`src/verilog/clb_settings.svh`:
```
`ifndef CLB_SETTINGS_SVH
`define CLB_SETTINGS_SVH

// Blocks in the row
`define CLB_COUNT 4
`define CLB_ADDR_W 2

// Frame slots in the config FIFO
`define CFG_FIFO_DEPTH 2

// addr + 36-bit block config
`define CFG_FRAME_W 38

`endif

```
`src/verilog/clb_pkg.sv`:
```
`include "clb_settings.svh"

package clb_pkg;

   // One block's configuration from the MSB down
   typedef struct packed {
      logic [15:0] lut;
      logic [1:0]  comb_mode;  // 0 one 4-input, 1 two 3-input, 2/3 B-selected
      logic [2:0]  pin_sel_f;  // [2] A/B, [1] B/C, [0] C/DQ1
      logic [2:0]  pin_sel_g;  // [2] A/B, [1] B/C, [0] C/DQ2
      logic        dq_sel_f;   // 0 D, 1 Q
      logic        dq_sel_g;
      logic [1:0]  set_sel;    // 0 A, 1 F, else never
      logic [1:0]  rst_sel;    // 0 D, 1 G, else never
      logic [1:0]  en_sel;     // 0 G, 1 C, else K
      logic [1:0]  x_sel;      // 0 F, 1 G, else Q
      logic [1:0]  y_sel;      // 0 Q, 1 G, else F
   } clb_cfg_t;

   typedef struct packed {
      logic [`CLB_ADDR_W-1:0] addr;
      clb_cfg_t               cfg;
   } cfg_frame_t;

   // Power-up configuration of every block
   parameter clb_cfg_t clb_cfg_default = '{
      lut:       16'h0116,
      comb_mode: 2'd0,
      pin_sel_f: 3'b000,
      pin_sel_g: 3'b111,
      dq_sel_f:  1'b0,
      dq_sel_g:  1'b0,
      set_sel:   2'd2,
      rst_sel:   2'd2,
      en_sel:    2'd2,
      x_sel:     2'd0,
      y_sel:     2'd0
   };

endpackage

```
`src/verilog/cfg_deserializer.sv`:
```
`timescale 1ns/1ns
`include "clb_settings.svh"

module cfg_deserializer
(
   input  logic                  KLK,
   input  logic                  rst_n,
   input  logic                  cfg_bit,
   input  logic                  cfg_bit_valid,
   output logic                  cfg_bit_ready,
   output clb_pkg::cfg_frame_t   frame,
   output logic                  frame_valid,
   input  logic                  frame_ready
);

   localparam int FRAME_W = `CFG_FRAME_W;
   localparam int CNT_W   = $clog2(FRAME_W);

   logic [FRAME_W-1:0] shift_q;
   logic [CNT_W-1:0]   bit_cnt;
   logic               take;

   // Stall the serial side while a finished frame waits
   assign cfg_bit_ready = ~frame_valid;
   assign take          = cfg_bit_valid & cfg_bit_ready;
   assign frame         = shift_q;

   // MSB first, address leads
   always_ff @(posedge KLK)
   begin
      if (take)
      begin
         shift_q <= {shift_q[FRAME_W-2:0], cfg_bit};
      end
   end

   always_ff @(posedge KLK or negedge rst_n)
   begin
      if (!rst_n)
      begin
         bit_cnt     <= '0;
         frame_valid <= 1'b0;
      end
      else
      begin
         if (take)
         begin
            if (bit_cnt == CNT_W'(FRAME_W - 1))
            begin
               bit_cnt     <= '0;
               frame_valid <= 1'b1;  // last bit in
            end
            else
            begin
               bit_cnt <= bit_cnt + 1'b1;
            end
         end
         else if (frame_valid && frame_ready)
         begin
            frame_valid <= 1'b0;
         end
      end
   end

   // Held frame must not move until the FIFO takes it
   frame_hold_a: assert property (
      @(posedge KLK) disable iff (!rst_n)
      frame_valid && !frame_ready |=> frame_valid && $stable(frame)
   );

endmodule

```
`src/verilog/cfg_frame_fifo.sv`:
```
`timescale 1ns/1ns
`include "clb_settings.svh"

module cfg_frame_fifo
(
   input  logic                  KLK,
   input  logic                  rst_n,
   input  clb_pkg::cfg_frame_t   in_frame,
   input  logic                  in_valid,
   output logic                  in_ready,
   output clb_pkg::cfg_frame_t   out_frame,
   output logic                  out_valid,
   input  logic                  out_ready
);

   localparam int DEPTH = `CFG_FIFO_DEPTH;
   localparam int PTR_W = (DEPTH > 1) ? $clog2(DEPTH) : 1;
   localparam int CNT_W = $clog2(DEPTH + 1);
   localparam logic [PTR_W-1:0] LAST = PTR_W'(DEPTH - 1);

   clb_pkg::cfg_frame_t mem [DEPTH];
   logic [PTR_W-1:0]    rd_ptr;
   logic [PTR_W-1:0]    wr_ptr;
   logic [CNT_W-1:0]    count;
   logic                push;
   logic                pop;

   assign in_ready  = (count != CNT_W'(DEPTH));
   assign out_valid = (count != '0);
   assign push      = in_valid & in_ready;
   assign pop       = out_valid & out_ready;
   assign out_frame = mem[rd_ptr];

   always_ff @(posedge KLK)
   begin
      if (push)
      begin
         mem[wr_ptr] <= in_frame;
      end
   end

   always_ff @(posedge KLK or negedge rst_n)
   begin
      if (!rst_n)
      begin
         rd_ptr <= '0;
         wr_ptr <= '0;
         count  <= '0;
      end
      else
      begin
         if (push)
            wr_ptr <= (wr_ptr == LAST) ? '0 : wr_ptr + 1'b1;
         if (pop)
            rd_ptr <= (rd_ptr == LAST) ? '0 : rd_ptr + 1'b1;
         case ({push, pop})
            2'b10:   count <= count + 1'b1;
            2'b01:   count <= count - 1'b1;
            default: count <= count;  // idle or both
         endcase
      end
   end

   count_bound_a: assert property (
      @(posedge KLK) disable iff (!rst_n)
      count <= CNT_W'(DEPTH)
   );

endmodule

```
`src/verilog/cfg_writer.sv`:
```
`timescale 1ns/1ns
`include "clb_settings.svh"

module cfg_writer
(
   input  logic                                  KLK,
   input  logic                                  rst_n,
   input  clb_pkg::cfg_frame_t                   frame,
   input  logic                                  frame_valid,
   input  logic                                  cfg_freeze,
   output logic                                  frame_ready,
   output clb_pkg::clb_cfg_t [`CLB_COUNT-1:0]    clb_cfg,
   output logic [`CLB_COUNT-1:0]                 cfg_loaded
);

   logic pop;

   // Frozen config leaves frames queued in the FIFO
   assign frame_ready = ~cfg_freeze;
   assign pop         = frame_valid & frame_ready;

   always_ff @(posedge KLK or negedge rst_n)
   begin
      if (!rst_n)
      begin
         clb_cfg    <= {`CLB_COUNT{clb_pkg::clb_cfg_default}};
         cfg_loaded <= '0;
      end
      else if (pop)
      begin
         clb_cfg[frame.addr]    <= frame.cfg;
         cfg_loaded[frame.addr] <= 1'b1;  // sticky
      end
   end

   // A freeze must hold every block config and load flag
   freeze_hold_a: assert property (
      @(posedge KLK) disable iff (!rst_n)
      cfg_freeze |=> $stable(clb_cfg) && $stable(cfg_loaded)
   );

endmodule

```
`src/verilog/clb_cell.sv`:
```
`timescale 1ns/1ns

module clb_cell
(
   input  logic                KLK,
   input  logic                rst_n,
   input  clb_pkg::clb_cfg_t   cfg,
   input  logic                a,
   input  logic                b,
   input  logic                c,
   input  logic                d,
   input  logic                k,
   output logic                x,
   output logic                y
);

   logic       q;
   logic       dq1;
   logic       dq2;
   logic [3:0] idx_f;
   logic [3:0] idx_g;
   logic       f;
   logic       g;
   logic       set_in;
   logic       rst_in;
   logic       en;

   assign dq1 = cfg.dq_sel_f ? q : d;
   assign dq2 = cfg.dq_sel_g ? q : d;

   always_comb
   begin
      case (cfg.comb_mode)
         2'd0:
         begin
            idx_f = {a, b, c, dq1};  // one 4-input function
            idx_g = idx_f;
         end
         2'd1:
         begin
            // F in the low half, G in the high half
            idx_f = {1'b0,
                     cfg.pin_sel_f[2] ? b : a,
                     cfg.pin_sel_f[1] ? c : b,
                     cfg.pin_sel_f[0] ? dq1 : c};
            idx_g = {1'b1,
                     cfg.pin_sel_g[2] ? b : a,
                     cfg.pin_sel_g[1] ? c : b,
                     cfg.pin_sel_g[0] ? dq2 : c};
         end
         default:
         begin
            idx_f = b ? {1'b1, a, c, dq2} : {1'b0, a, c, dq1};
            idx_g = idx_f;
         end
      endcase
   end

   assign f = cfg.lut[idx_f];
   assign g = cfg.lut[idx_g];

   assign set_in = (cfg.set_sel == 2'd0) ? a :
                   (cfg.set_sel == 2'd1) ? f : 1'b0;
   assign rst_in = (cfg.rst_sel == 2'd0) ? d :
                   (cfg.rst_sel == 2'd1) ? g : 1'b0;
   // Enable replaces the derived clock
   assign en     = (cfg.en_sel == 2'd0) ? g :
                   (cfg.en_sel == 2'd1) ? c : k;

   assign x = (cfg.x_sel == 2'd0) ? f :
              (cfg.x_sel == 2'd1) ? g : q;
   assign y = (cfg.y_sel == 2'd0) ? q :
              (cfg.y_sel == 2'd1) ? g : f;

   always_ff @(posedge KLK or negedge rst_n)
   begin
      if (!rst_n)
      begin
         q <= 1'b0;
      end
      else if (en)
      begin
         if (rst_in)
            q <= 1'b0;  // reset beats set
         else if (set_in)
            q <= 1'b1;
         else
            q <= f;
      end
   end

   // Mode 3 is never written by a valid bitstream
   mode_legal_a: assert property (
      @(posedge KLK) disable iff (!rst_n)
      cfg.comb_mode != 2'd3
   );

endmodule

```
`src/verilog/clb_array.sv`:
```
`timescale 1ns/1ns
`include "clb_settings.svh"

module clb_array
(
   input  logic                   KLK,
   input  logic                   rst_n,
   input  logic                   cfg_bit,
   input  logic                   cfg_bit_valid,
   input  logic                   cfg_freeze,
   output logic                   cfg_bit_ready,
   output logic [`CLB_COUNT-1:0]  cfg_loaded,
   input  logic [`CLB_COUNT-1:0]  pin_a,
   input  logic [`CLB_COUNT-1:0]  pin_b,
   input  logic [`CLB_COUNT-1:0]  pin_c,
   input  logic [`CLB_COUNT-1:0]  pin_d,
   input  logic [`CLB_COUNT-1:0]  pin_k,
   output logic [`CLB_COUNT-1:0]  pin_x,
   output logic [`CLB_COUNT-1:0]  pin_y
);

   clb_pkg::cfg_frame_t                  des_frame;
   logic                                 des_valid;
   logic                                 des_ready;
   clb_pkg::cfg_frame_t                  fifo_frame;
   logic                                 fifo_valid;
   logic                                 fifo_ready;
   clb_pkg::clb_cfg_t [`CLB_COUNT-1:0]   clb_cfg;

   cfg_deserializer u_deser (
      .KLK           (KLK),
      .rst_n         (rst_n),
      .cfg_bit       (cfg_bit),
      .cfg_bit_valid (cfg_bit_valid),
      .cfg_bit_ready (cfg_bit_ready),
      .frame         (des_frame),
      .frame_valid   (des_valid),
      .frame_ready   (des_ready)
   );

   cfg_frame_fifo u_fifo (
      .KLK       (KLK),
      .rst_n     (rst_n),
      .in_frame  (des_frame),
      .in_valid  (des_valid),
      .in_ready  (des_ready),
      .out_frame (fifo_frame),
      .out_valid (fifo_valid),
      .out_ready (fifo_ready)
   );

   cfg_writer u_writer (
      .KLK         (KLK),
      .rst_n       (rst_n),
      .frame       (fifo_frame),
      .frame_valid (fifo_valid),
      .cfg_freeze  (cfg_freeze),
      .frame_ready (fifo_ready),
      .clb_cfg     (clb_cfg),
      .cfg_loaded  (cfg_loaded)
   );

   // One cell per column
   for (genvar i = 0; i < `CLB_COUNT; i++)
   begin : g_cell
      clb_cell u_cell (
         .KLK   (KLK),
         .rst_n (rst_n),
         .cfg   (clb_cfg[i]),
         .a     (pin_a[i]),
         .b     (pin_b[i]),
         .c     (pin_c[i]),
         .d     (pin_d[i]),
         .k     (pin_k[i]),
         .x     (pin_x[i]),
         .y     (pin_y[i])
      );
   end

endmodule

```
`config.mk`:
```
export PLATFORM = sky130hd
export DESIGN_NAME = clb_array
export DESIGN_NICKNAME = d
export VERILOG_FILES = /design/src/verilog/clb_pkg.sv /design/src/verilog/cfg_deserializer.sv /design/src/verilog/cfg_frame_fifo.sv /design/src/verilog/cfg_writer.sv /design/src/verilog/clb_cell.sv /design/src/verilog/clb_array.sv
export VERILOG_INCLUDE_DIRS = /design/src /design/src/verilog
export SDC_FILE = /design/constraint.sdc
export NUM_CORES = 1
export LEC_CHECK = 0
export BUFFER_PORTS_ARGS = -buffer_cell sky130_fd_sc_hd__clkbuf_2
export CAP_MARGIN = 30
export CELL_PAD_IN_SITES_DETAIL_PLACEMENT = 0
export CELL_PAD_IN_SITES_GLOBAL_PLACEMENT = 1
export CORE_MARGIN = 10
export CORE_UTILIZATION = 40
export DETAILED_ROUTE_END_ITERATION = 6
export PLACE_DENSITY_LB_ADDON = 0.1
export SLEW_MARGIN = 0
export SYNTH_ARGS = -nofsm -noshare
export SYNTH_HDL_FRONTEND = slang
export SYNTH_HIERARCHICAL = 1
export SYNTH_SLANG_ARGS = --single-unit
```
`constraint.sdc`:
```
create_clock -name KLK -period 8.4 [get_ports KLK]
set_input_delay 1.68 -clock KLK [delete_from_list [all_inputs] [get_ports KLK]]
set_output_delay 1.68 -clock KLK [all_outputs]
set_load 0.01 [all_outputs]
```
==> flow_metrics.tcl, run 1 <==
set metrics [dict create \
    min_path_type "flip-flop to flip-flop" \
    outcome "completed" \
    track_usage_pct 15.9 \
    drtAntennaViolNets 0 \
    post-synth-top-area-fraction_pct 25.1 \
    floorplan.die.height_um 205 \
    worst_slack_on_hold_paths_ns 0.454 \
    detailed_place_hpwl_um 22600 \
    std_cell_rows 67 \
    report.final.hold_viol_count 0 \
    power_leakage_nw 6.03 \
    final_design_area_no_fill_um2 15100 \
    via_count_of_the_first_global_routing_pass 7841 \
    largest_net_degree_at_the_start_of_global_routing 98 \
    cts-htree-levels 1 \
    ys_top_cells_by_count "123 x sky130_fd_sc_hd__dfrtp_1, 114 x sky130_fd_sc_hd__edfxtp_1, 97 x sky130_fd_sc_hd__mux2_4" \
    synth_flop_cell "sky130_fd_sc_hd__dfrtp_1" \
    floorplan.die_area_um2 41900 \
    period_share_pct 62.9 \
    synthesis.yosys.warnings 6 \
    gp_congestion 0.861 \
    detail_route.iter0.violations 412 \
    synthDominantAreaCellType "sky130_fd_sc_hd__edfxtp_1" \
    rsz0062_at_grt "no" \
    arrival_ns 3.60 \
    clkTransAtPathRegs_ns 0.06 \
    detail_route.first_pass.iterations 4 \
    effective_utilization_at_floorplan_pct 40.6 \
    synthesis.nets 898 \
    die_w_um 205 \
    postPlaceCellArea_um2 14100 \
    critical_path_peak_fanout 7 \
    synth_cells 870 \
    post_synthesis_instance_area_um2 13600 \
    final.setup.tns_ns 0 \
    final_max_slew_viol_count 0 \
    area_delta_synth_final_pct 10.7 \
    timing.slew.headroom_pct 40.1 \
    drt_wl_total_um 33400 \
    cts_num_sinks 277 \
    cts_tree "yes" \
    via_per_inst 5.41 \
    cts_root_buffer "sky130_fd_sc_hd__clkbuf_16" \
    top_level_ports 38 \
    postCtsHoldBufs 0 \
    synth_edf_count 114 \
    layout-drive-gt1-share_pct 40.0 \
    yosysUniqueCellTypes 66 \
    route.vias.total 7497 \
    grt_pass1_wl_um 50700 \
    max_freq_mhz 189 \
    clock_tree.buffer_depth 3 \
    fin_skew_ns 0.0229 \
    power.ir.vdd_worst_mv 0.193 \
    synthesis.area_per_instance_um2 15.7 \
    max-cap-violations 0 \
    reg2reg_slack_ns 5.20 \
    antenna_cells_inserted 0 \
    p_per_area_nw_per_um2 403 \
    post-route-min-period_ns 5.28 \
    start_kind "primary input" \
    numPortBuffers 37 \
    synth_most_common_cell "sky130_fd_sc_hd__dfrtp_1" \
    total_cts_buffers 31 \
    worstMarginPinSlew_ns 0.898 \
    setup_viol_count_final 0 \
    async_set_or_reset_flop_fraction_in_the_synthesized_netlist_pct 58.8 \
    route.detailed.wl_per_inst_um 24.1 \
    yosys-top-cells-area "sky130_fd_sc_hd__edfxtp_1 25%, sky130_fd_sc_hd__dfrtp_1 23%, sky130_fd_sc_hd__mux2_4 11%" \
    cp.required_ns 6.72 \
    finalNetCount 943 \
    critPathCaptureType "output pin" \
    detail_route.drc_violations 0 \
    clkLatencyLatePin_ns 0.57 \
    synth-seq-area-share_pct 55.4 \
    post-cts-setup-buffers 0 \
    core_um2 33600 \
    cts-resized-gates 0 \
    finish.utilization_pct 44.9 \
    antenna_found_initial 2 \
    ws_path_type "primary input to output pin" \
    synth-seq-cells 277 \
    grt_overflow_total 0 \
]
==> layout by cell type (no fill, tap or decap), types with 5 or more instances in the layout <==
| master | count |
|---|---|
| sky130_fd_sc_hd__mux2_2 | 89 |
| sky130_fd_sc_hd__clkbuf_2 | 36 |
| sky130_fd_sc_hd__clkbuf_16 | 31 |
| sky130_fd_sc_hd__a22o_1 | 8 |
| sky130_fd_sc_hd__edfxtp_1 | 114 |
| sky130_fd_sc_hd__mux4_1 | 16 |
| sky130_fd_sc_hd__buf_4 | 7 |
| sky130_fd_sc_hd__o21bai_1 | 8 |
| sky130_fd_sc_hd__nor3b_1 | 9 |
| sky130_fd_sc_hd__a211o_1 | 5 |
| sky130_fd_sc_hd__a22oi_1 | 12 |
| sky130_fd_sc_hd__o21ai_1 | 10 |
| sky130_fd_sc_hd__inv_1 | 16 |
| sky130_fd_sc_hd__o21ai_0 | 9 |
| sky130_fd_sc_hd__nor2b_1 | 8 |
| sky130_fd_sc_hd__dfrtp_1 | 122 |
| sky130_fd_sc_hd__a21oi_1 | 24 |
| sky130_fd_sc_hd__clkbuf_1 | 11 |
| sky130_fd_sc_hd__nor2_1 | 25 |
| sky130_fd_sc_hd__nand2b_1 | 11 |
| sky130_fd_sc_hd__a31oi_1 | 9 |
| sky130_fd_sc_hd__mux2i_1 | 48 |
| sky130_fd_sc_hd__mux2_4 | 97 |
| sky130_fd_sc_hd__and3_1 | 16 |
| sky130_fd_sc_hd__nand2_1 | 18 |
| sky130_fd_sc_hd__mux2_1 | 5 |
| sky130_fd_sc_hd__clkinv_2 | 5 |
| sky130_fd_sc_hd__nor3b_2 | 8 |
| sky130_fd_sc_hd__a21o_1 | 6 |
| sky130_fd_sc_hd__dfstp_2 | 40 |
==> critical path, cell delays in order <==
cell and delay (ns):
sky130_fd_sc_hd__clkbuf_2 0.17, sky130_fd_sc_hd__mux2i_1 0.24, sky130_fd_sc_hd__mux2i_1 0.25, sky130_fd_sc_hd__o21bai_1 0.25, sky130_fd_sc_hd__mux4_1 0.36, sky130_fd_sc_hd__a22o_1 0.27, sky130_fd_sc_hd__o21bai_1 0.15, sky130_fd_sc_hd__a22oi_1 0.10
sky130_fd_sc_hd__clkbuf_2 0.14
==> sequential cells by signal, indices dropped and copies added (netlist names) <==
register	count
u_writer/cfg_loaded	4
u_deser/bit_cnt	6
u_fifo/count	2
u_fifo/mem	76
g_cell.u_cell/q	4
u_deser/frame	38
u_writer/clb_cfg	144
u_fifo/rd_ptr	1
u_fifo/wr_ptr	1
u_deser/frame_valid	1
==> stage by stage <==
step / power, mW / instances / worst slack, ns
5_1_grt: 6.43 / 1387 / 2.91
2_1_floorplan: 4.14 / 870 / 3.64
3_3_place_gp: 4.68 / 1329 / 3.21
6_report: 6.08 / 1387 / 3.12
3_5_place_dp: 4.74 / 1330 / 3.13
4_1_cts: 6.14 / 1387 / 3.12
==> cell type report <==
class                      instances  area [um2]
tap                              448         561
clock inverter                    11         168
timing repair buffer              45         264
sequential                       277        7550
inverter                          17        65.1
multi-input combinational        543        5620
clock buffer                      46         872
fill                            2943       18500
==> logic make-up after synthesis <==
| group | Yosys count | synth area share, % |
|---|---|---|
| flops | 277 | 55.4 |
| mux | 255 | 25.0 |
| simple gates | 141 | 7.07 |
| compound gates | 138 | 8.32 |
| buf+inv | 50 | 3.57 |
| xor+xnor | 6 | 0.385 |
| fa+ha+maj | 3 | 0.275 |
==> report_power, final <==
group | leakage, nW | total (mW) | internal (mW) | switching (mW)
sequential | 2.93 | 2.42 | 1.94 | 0.478
combinational | 2.59 | 2.29 | 1.22 | 1.07
clock | 0.509 | 1.37 | 0.839 | 0.534
==> worst paths after layout <==
kind / endpoint / start / cells after the start
hold / removal: u_fifo/mem[0][37] / u_deser/frame[37] / 0
setup reg to reg: u_writer/clb_cfg[83] / u_fifo/rd_ptr / 5
hold reg to reg: u_fifo/mem[0][37] / u_deser/frame[37] / 0
setup / recovery: pin_x[2] / pin_b[2] / 9
max in group asynchronous: u_fifo/rd_ptr / rst_n / 2
min in group asynchronous: u_writer/clb_cfg[15] / rst_n / 1
==> metal layers <==
metal / global-route usage [%] / routed length, um / vias up
li1: - / - / 3434
met1: 22.2 / 15800 / 3860
met2: 25.2 / 15500 / 151
met3: 2.12 / 1060 / 52
met4: 4.97 / 1030 / 0
met5: 0 / 0 / -
(Power assumes the default switching activity.)
==> run 2, diff against run 1 <==
clock period = 5.2 ns   (was 8.4 ns; I/O delays follow)
==> run 2 against run 1 <==
Effect of this change: sequential cell count stayed put; sequential share of layout area is 0.11 points lower; setup slack worse by 2.1 ns; clock skew is 0.0051 ns lower; wire length is 1.2% lower; combinational power is 61% higher.
==> flow_metrics.tcl, run 2 (synthesis gave the netlist of run 1 again) <==
set metrics [dict create \
    period_share_pct 81.2 \
    detail_route.drc_violations 0 \
    clkTransAtPathRegs_ns 0.06 \
    power.ir.vdd_worst_mv 0.292 \
    arrival_ns 3.18 \
    layout.cells.most_common_list "122 x sky130_fd_sc_hd__dfrtp_1, 114 x sky130_fd_sc_hd__edfxtp_1, 97 x sky130_fd_sc_hd__mux2_4" \
    die_w_um 205 \
    rsz0062_at_grt "no" \
    min_path_type "primary input to asynchronous set/reset pin" \
    numPortBuffers 37 \
    worstMarginPinSlew_ns 0.913 \
    clock_tree.buffer_depth 3 \
    p_per_area_nw_per_um2 643 \
    drtAntennaViolNets 0 \
    finish.utilization_pct 45.0 \
    route.detailed.wl_per_inst_um 23.7 \
    cts-resized-gates 0 \
    critPathCaptureType "output pin" \
    total_cts_buffers 34 \
    cts_root_buffer "sky130_fd_sc_hd__clkbuf_16" \
    effective_utilization_at_floorplan_pct 40.6 \
    final_max_slew_viol_count 0 \
    core_um2 33600 \
    floorplan.die.height_um 205 \
    clkLatencyLatePin_ns 0.52 \
    fin_skew_ns 0.0178 \
    antenna_cells_inserted 0 \
    critical_path.startpoint "u_writer/clb_cfg[54]" \
    worst_reg2reg_path_startpoint "u_fifo/rd_ptr" \
    critical_path_peak_fanout 11 \
    antenna_found_initial 2 \
    top_level_ports 38 \
    setup_viol_count_final 0 \
    postCtsHoldBufs 0 \
    cts-htree-levels 2 \
    std_cell_rows 67 \
    track_usage_pct 16.0 \
    cts_tree "yes" \
    r2r_end "u_writer/clb_cfg[68]" \
    max-cap-violations 0 \
    timing.slew.headroom_pct 39.1 \
    via_count_of_the_first_global_routing_pass 8061 \
    critPathCapture "pin_x[1]" \
    grt_overflow_total 0 \
    largest_net_degree_at_the_start_of_global_routing 102 \
    final.setup.tns_ns 0 \
    report.final.hold_viol_count 0 \
    area_delta_synth_final_pct 10.9 \
    power_leakage_nw 6.05 \
    filler_cell_count 2939 \
    post-cts-setup-buffers 0 \
    ws_path_type "flip-flop to output pin" \
    detail_route.first_pass.iterations 4 \
    reg2reg_slack_ns 2.30 \
    start_kind "flip-flop" \
    gp_congestion 0.869 \
    detail_route.iter0.violations 369 \
    cp.required_ns 4.16 \
    outcome "completed" \
    cts_num_sinks 277 \
    area_of_combinational_cells_with_multiple_inputs_um2 5620 \
    detailed_place_hpwl_um 22300 \
    floorplan.die_area_um2 41900 \
    reg2reg_depth 4 \
    layout-drive-gt1-share_pct 40.7 \
    route.vias.total 7628 \
    post-route-min-period_ns 4.22 \
    via_per_inst 5.47 \
    most_flop_heavy_register "u_writer/clb_cfg" \
    max_freq_mhz 237 \
    finalNetCount 949 \
    drt_wl_total_um 33000 \
    final-seq-area_um2 7550 \
    largest_reg_flops 144 \
    most_common_cell_after_layout_fill_and_taps_aside "sky130_fd_sc_hd__dfrtp_1" \
    grt_pass1_wl_um 51100 \
]
run 2: cell types whose count changed in the layout (fill, tap and decap cells not counted), sizes merged:
| cell | before | now |
|---|---|---|
| bufinv | 4 | 0 |
| clkinv | 7 | 13 |
| inv | 17 | 18 |
| buf | 9 | 12 |
| clkinvlp | 0 | 2 |
| clkbuf | 82 | 81 |
run 2: critical path, cell delays in order, from the launching register on:
cell and delay, ns:
sky130_fd_sc_hd__dfrtp_1 0.56, sky130_fd_sc_hd__nor3b_2 0.29, sky130_fd_sc_hd__mux2i_1 0.53, sky130_fd_sc_hd__mux4_1 0.64, sky130_fd_sc_hd__a22o_1 0.27, sky130_fd_sc_hd__o21bai_1 0.16
sky130_fd_sc_hd__a22oi_1 0.08, sky130_fd_sc_hd__clkbuf_2 0.14
run 2: how the worst min path moves through the flow:
stage / endpoint / slack, ns
after floorplan: u_fifo/mem[0][37] / 0.42
after global placement: u_fifo/mem[0][37] / 0.43
after detailed placement: u_fifo/mem[1][37] / 0.44
after CTS: u_fifo/mem[1][37] / 0.45
after global routing: u_writer/clb_cfg[10] / 0.32
final: u_writer/clb_cfg[10] / 0.33
run 2: cell type report:
| class | count | area share, % |
|---|---|---|
| Timing Repair Buffer | 48 | 2.11 |
| Clock inverter | 16 | 0.694 |
| Inverter | 17 | 0.430 |
| Clock buffer | 45 | 6.03 |
| Multi-Input combinational cell | 543 | 37.1 |
| Tap cell | 448 | 3.70 |
| Sequential cell | 277 | 49.9 |
run 2: per-stage QoR:
| stage | area (um2) | power, mW | hold slack [ns] | cells | setup slack (ns) |
|---|---|---|---|---|---|
| after detailed placement | 14100 | 7.64 | 0.437 | 1331 | 1.20 |
| after floorplan | 13600 | 6.69 | 0.421 | 870 | 1.72 |
| after global routing | 15100 | 10.3 | 0.323 | 1394 | 0.796 |
| after CTS | 15100 | 9.85 | 0.450 | 1392 | 0.909 |
| final | 15100 | 9.74 | 0.333 | 1394 | 0.978 |
| after global placement | 14100 | 7.55 | 0.425 | 1330 | 1.29 |
run 2: report_power, final:
part | internal [mW] | switching, mW
clock network | 1.24 | 0.913
logic | 1.99 | 1.70
registers | 3.13 | 0.759
total | 6.36 | 3.38
run 2: metal layers:
metal	wire length [um]	part of all wire, %	vias up	global-route usage, %
met5	0	0	-	0
met4	1080	3.3	0	5.85
met3	1180	3.6	56	2.67
met2	15500	47	140	25.3
met1	15300	46	3979	21.7
li1	-	-	3453	-
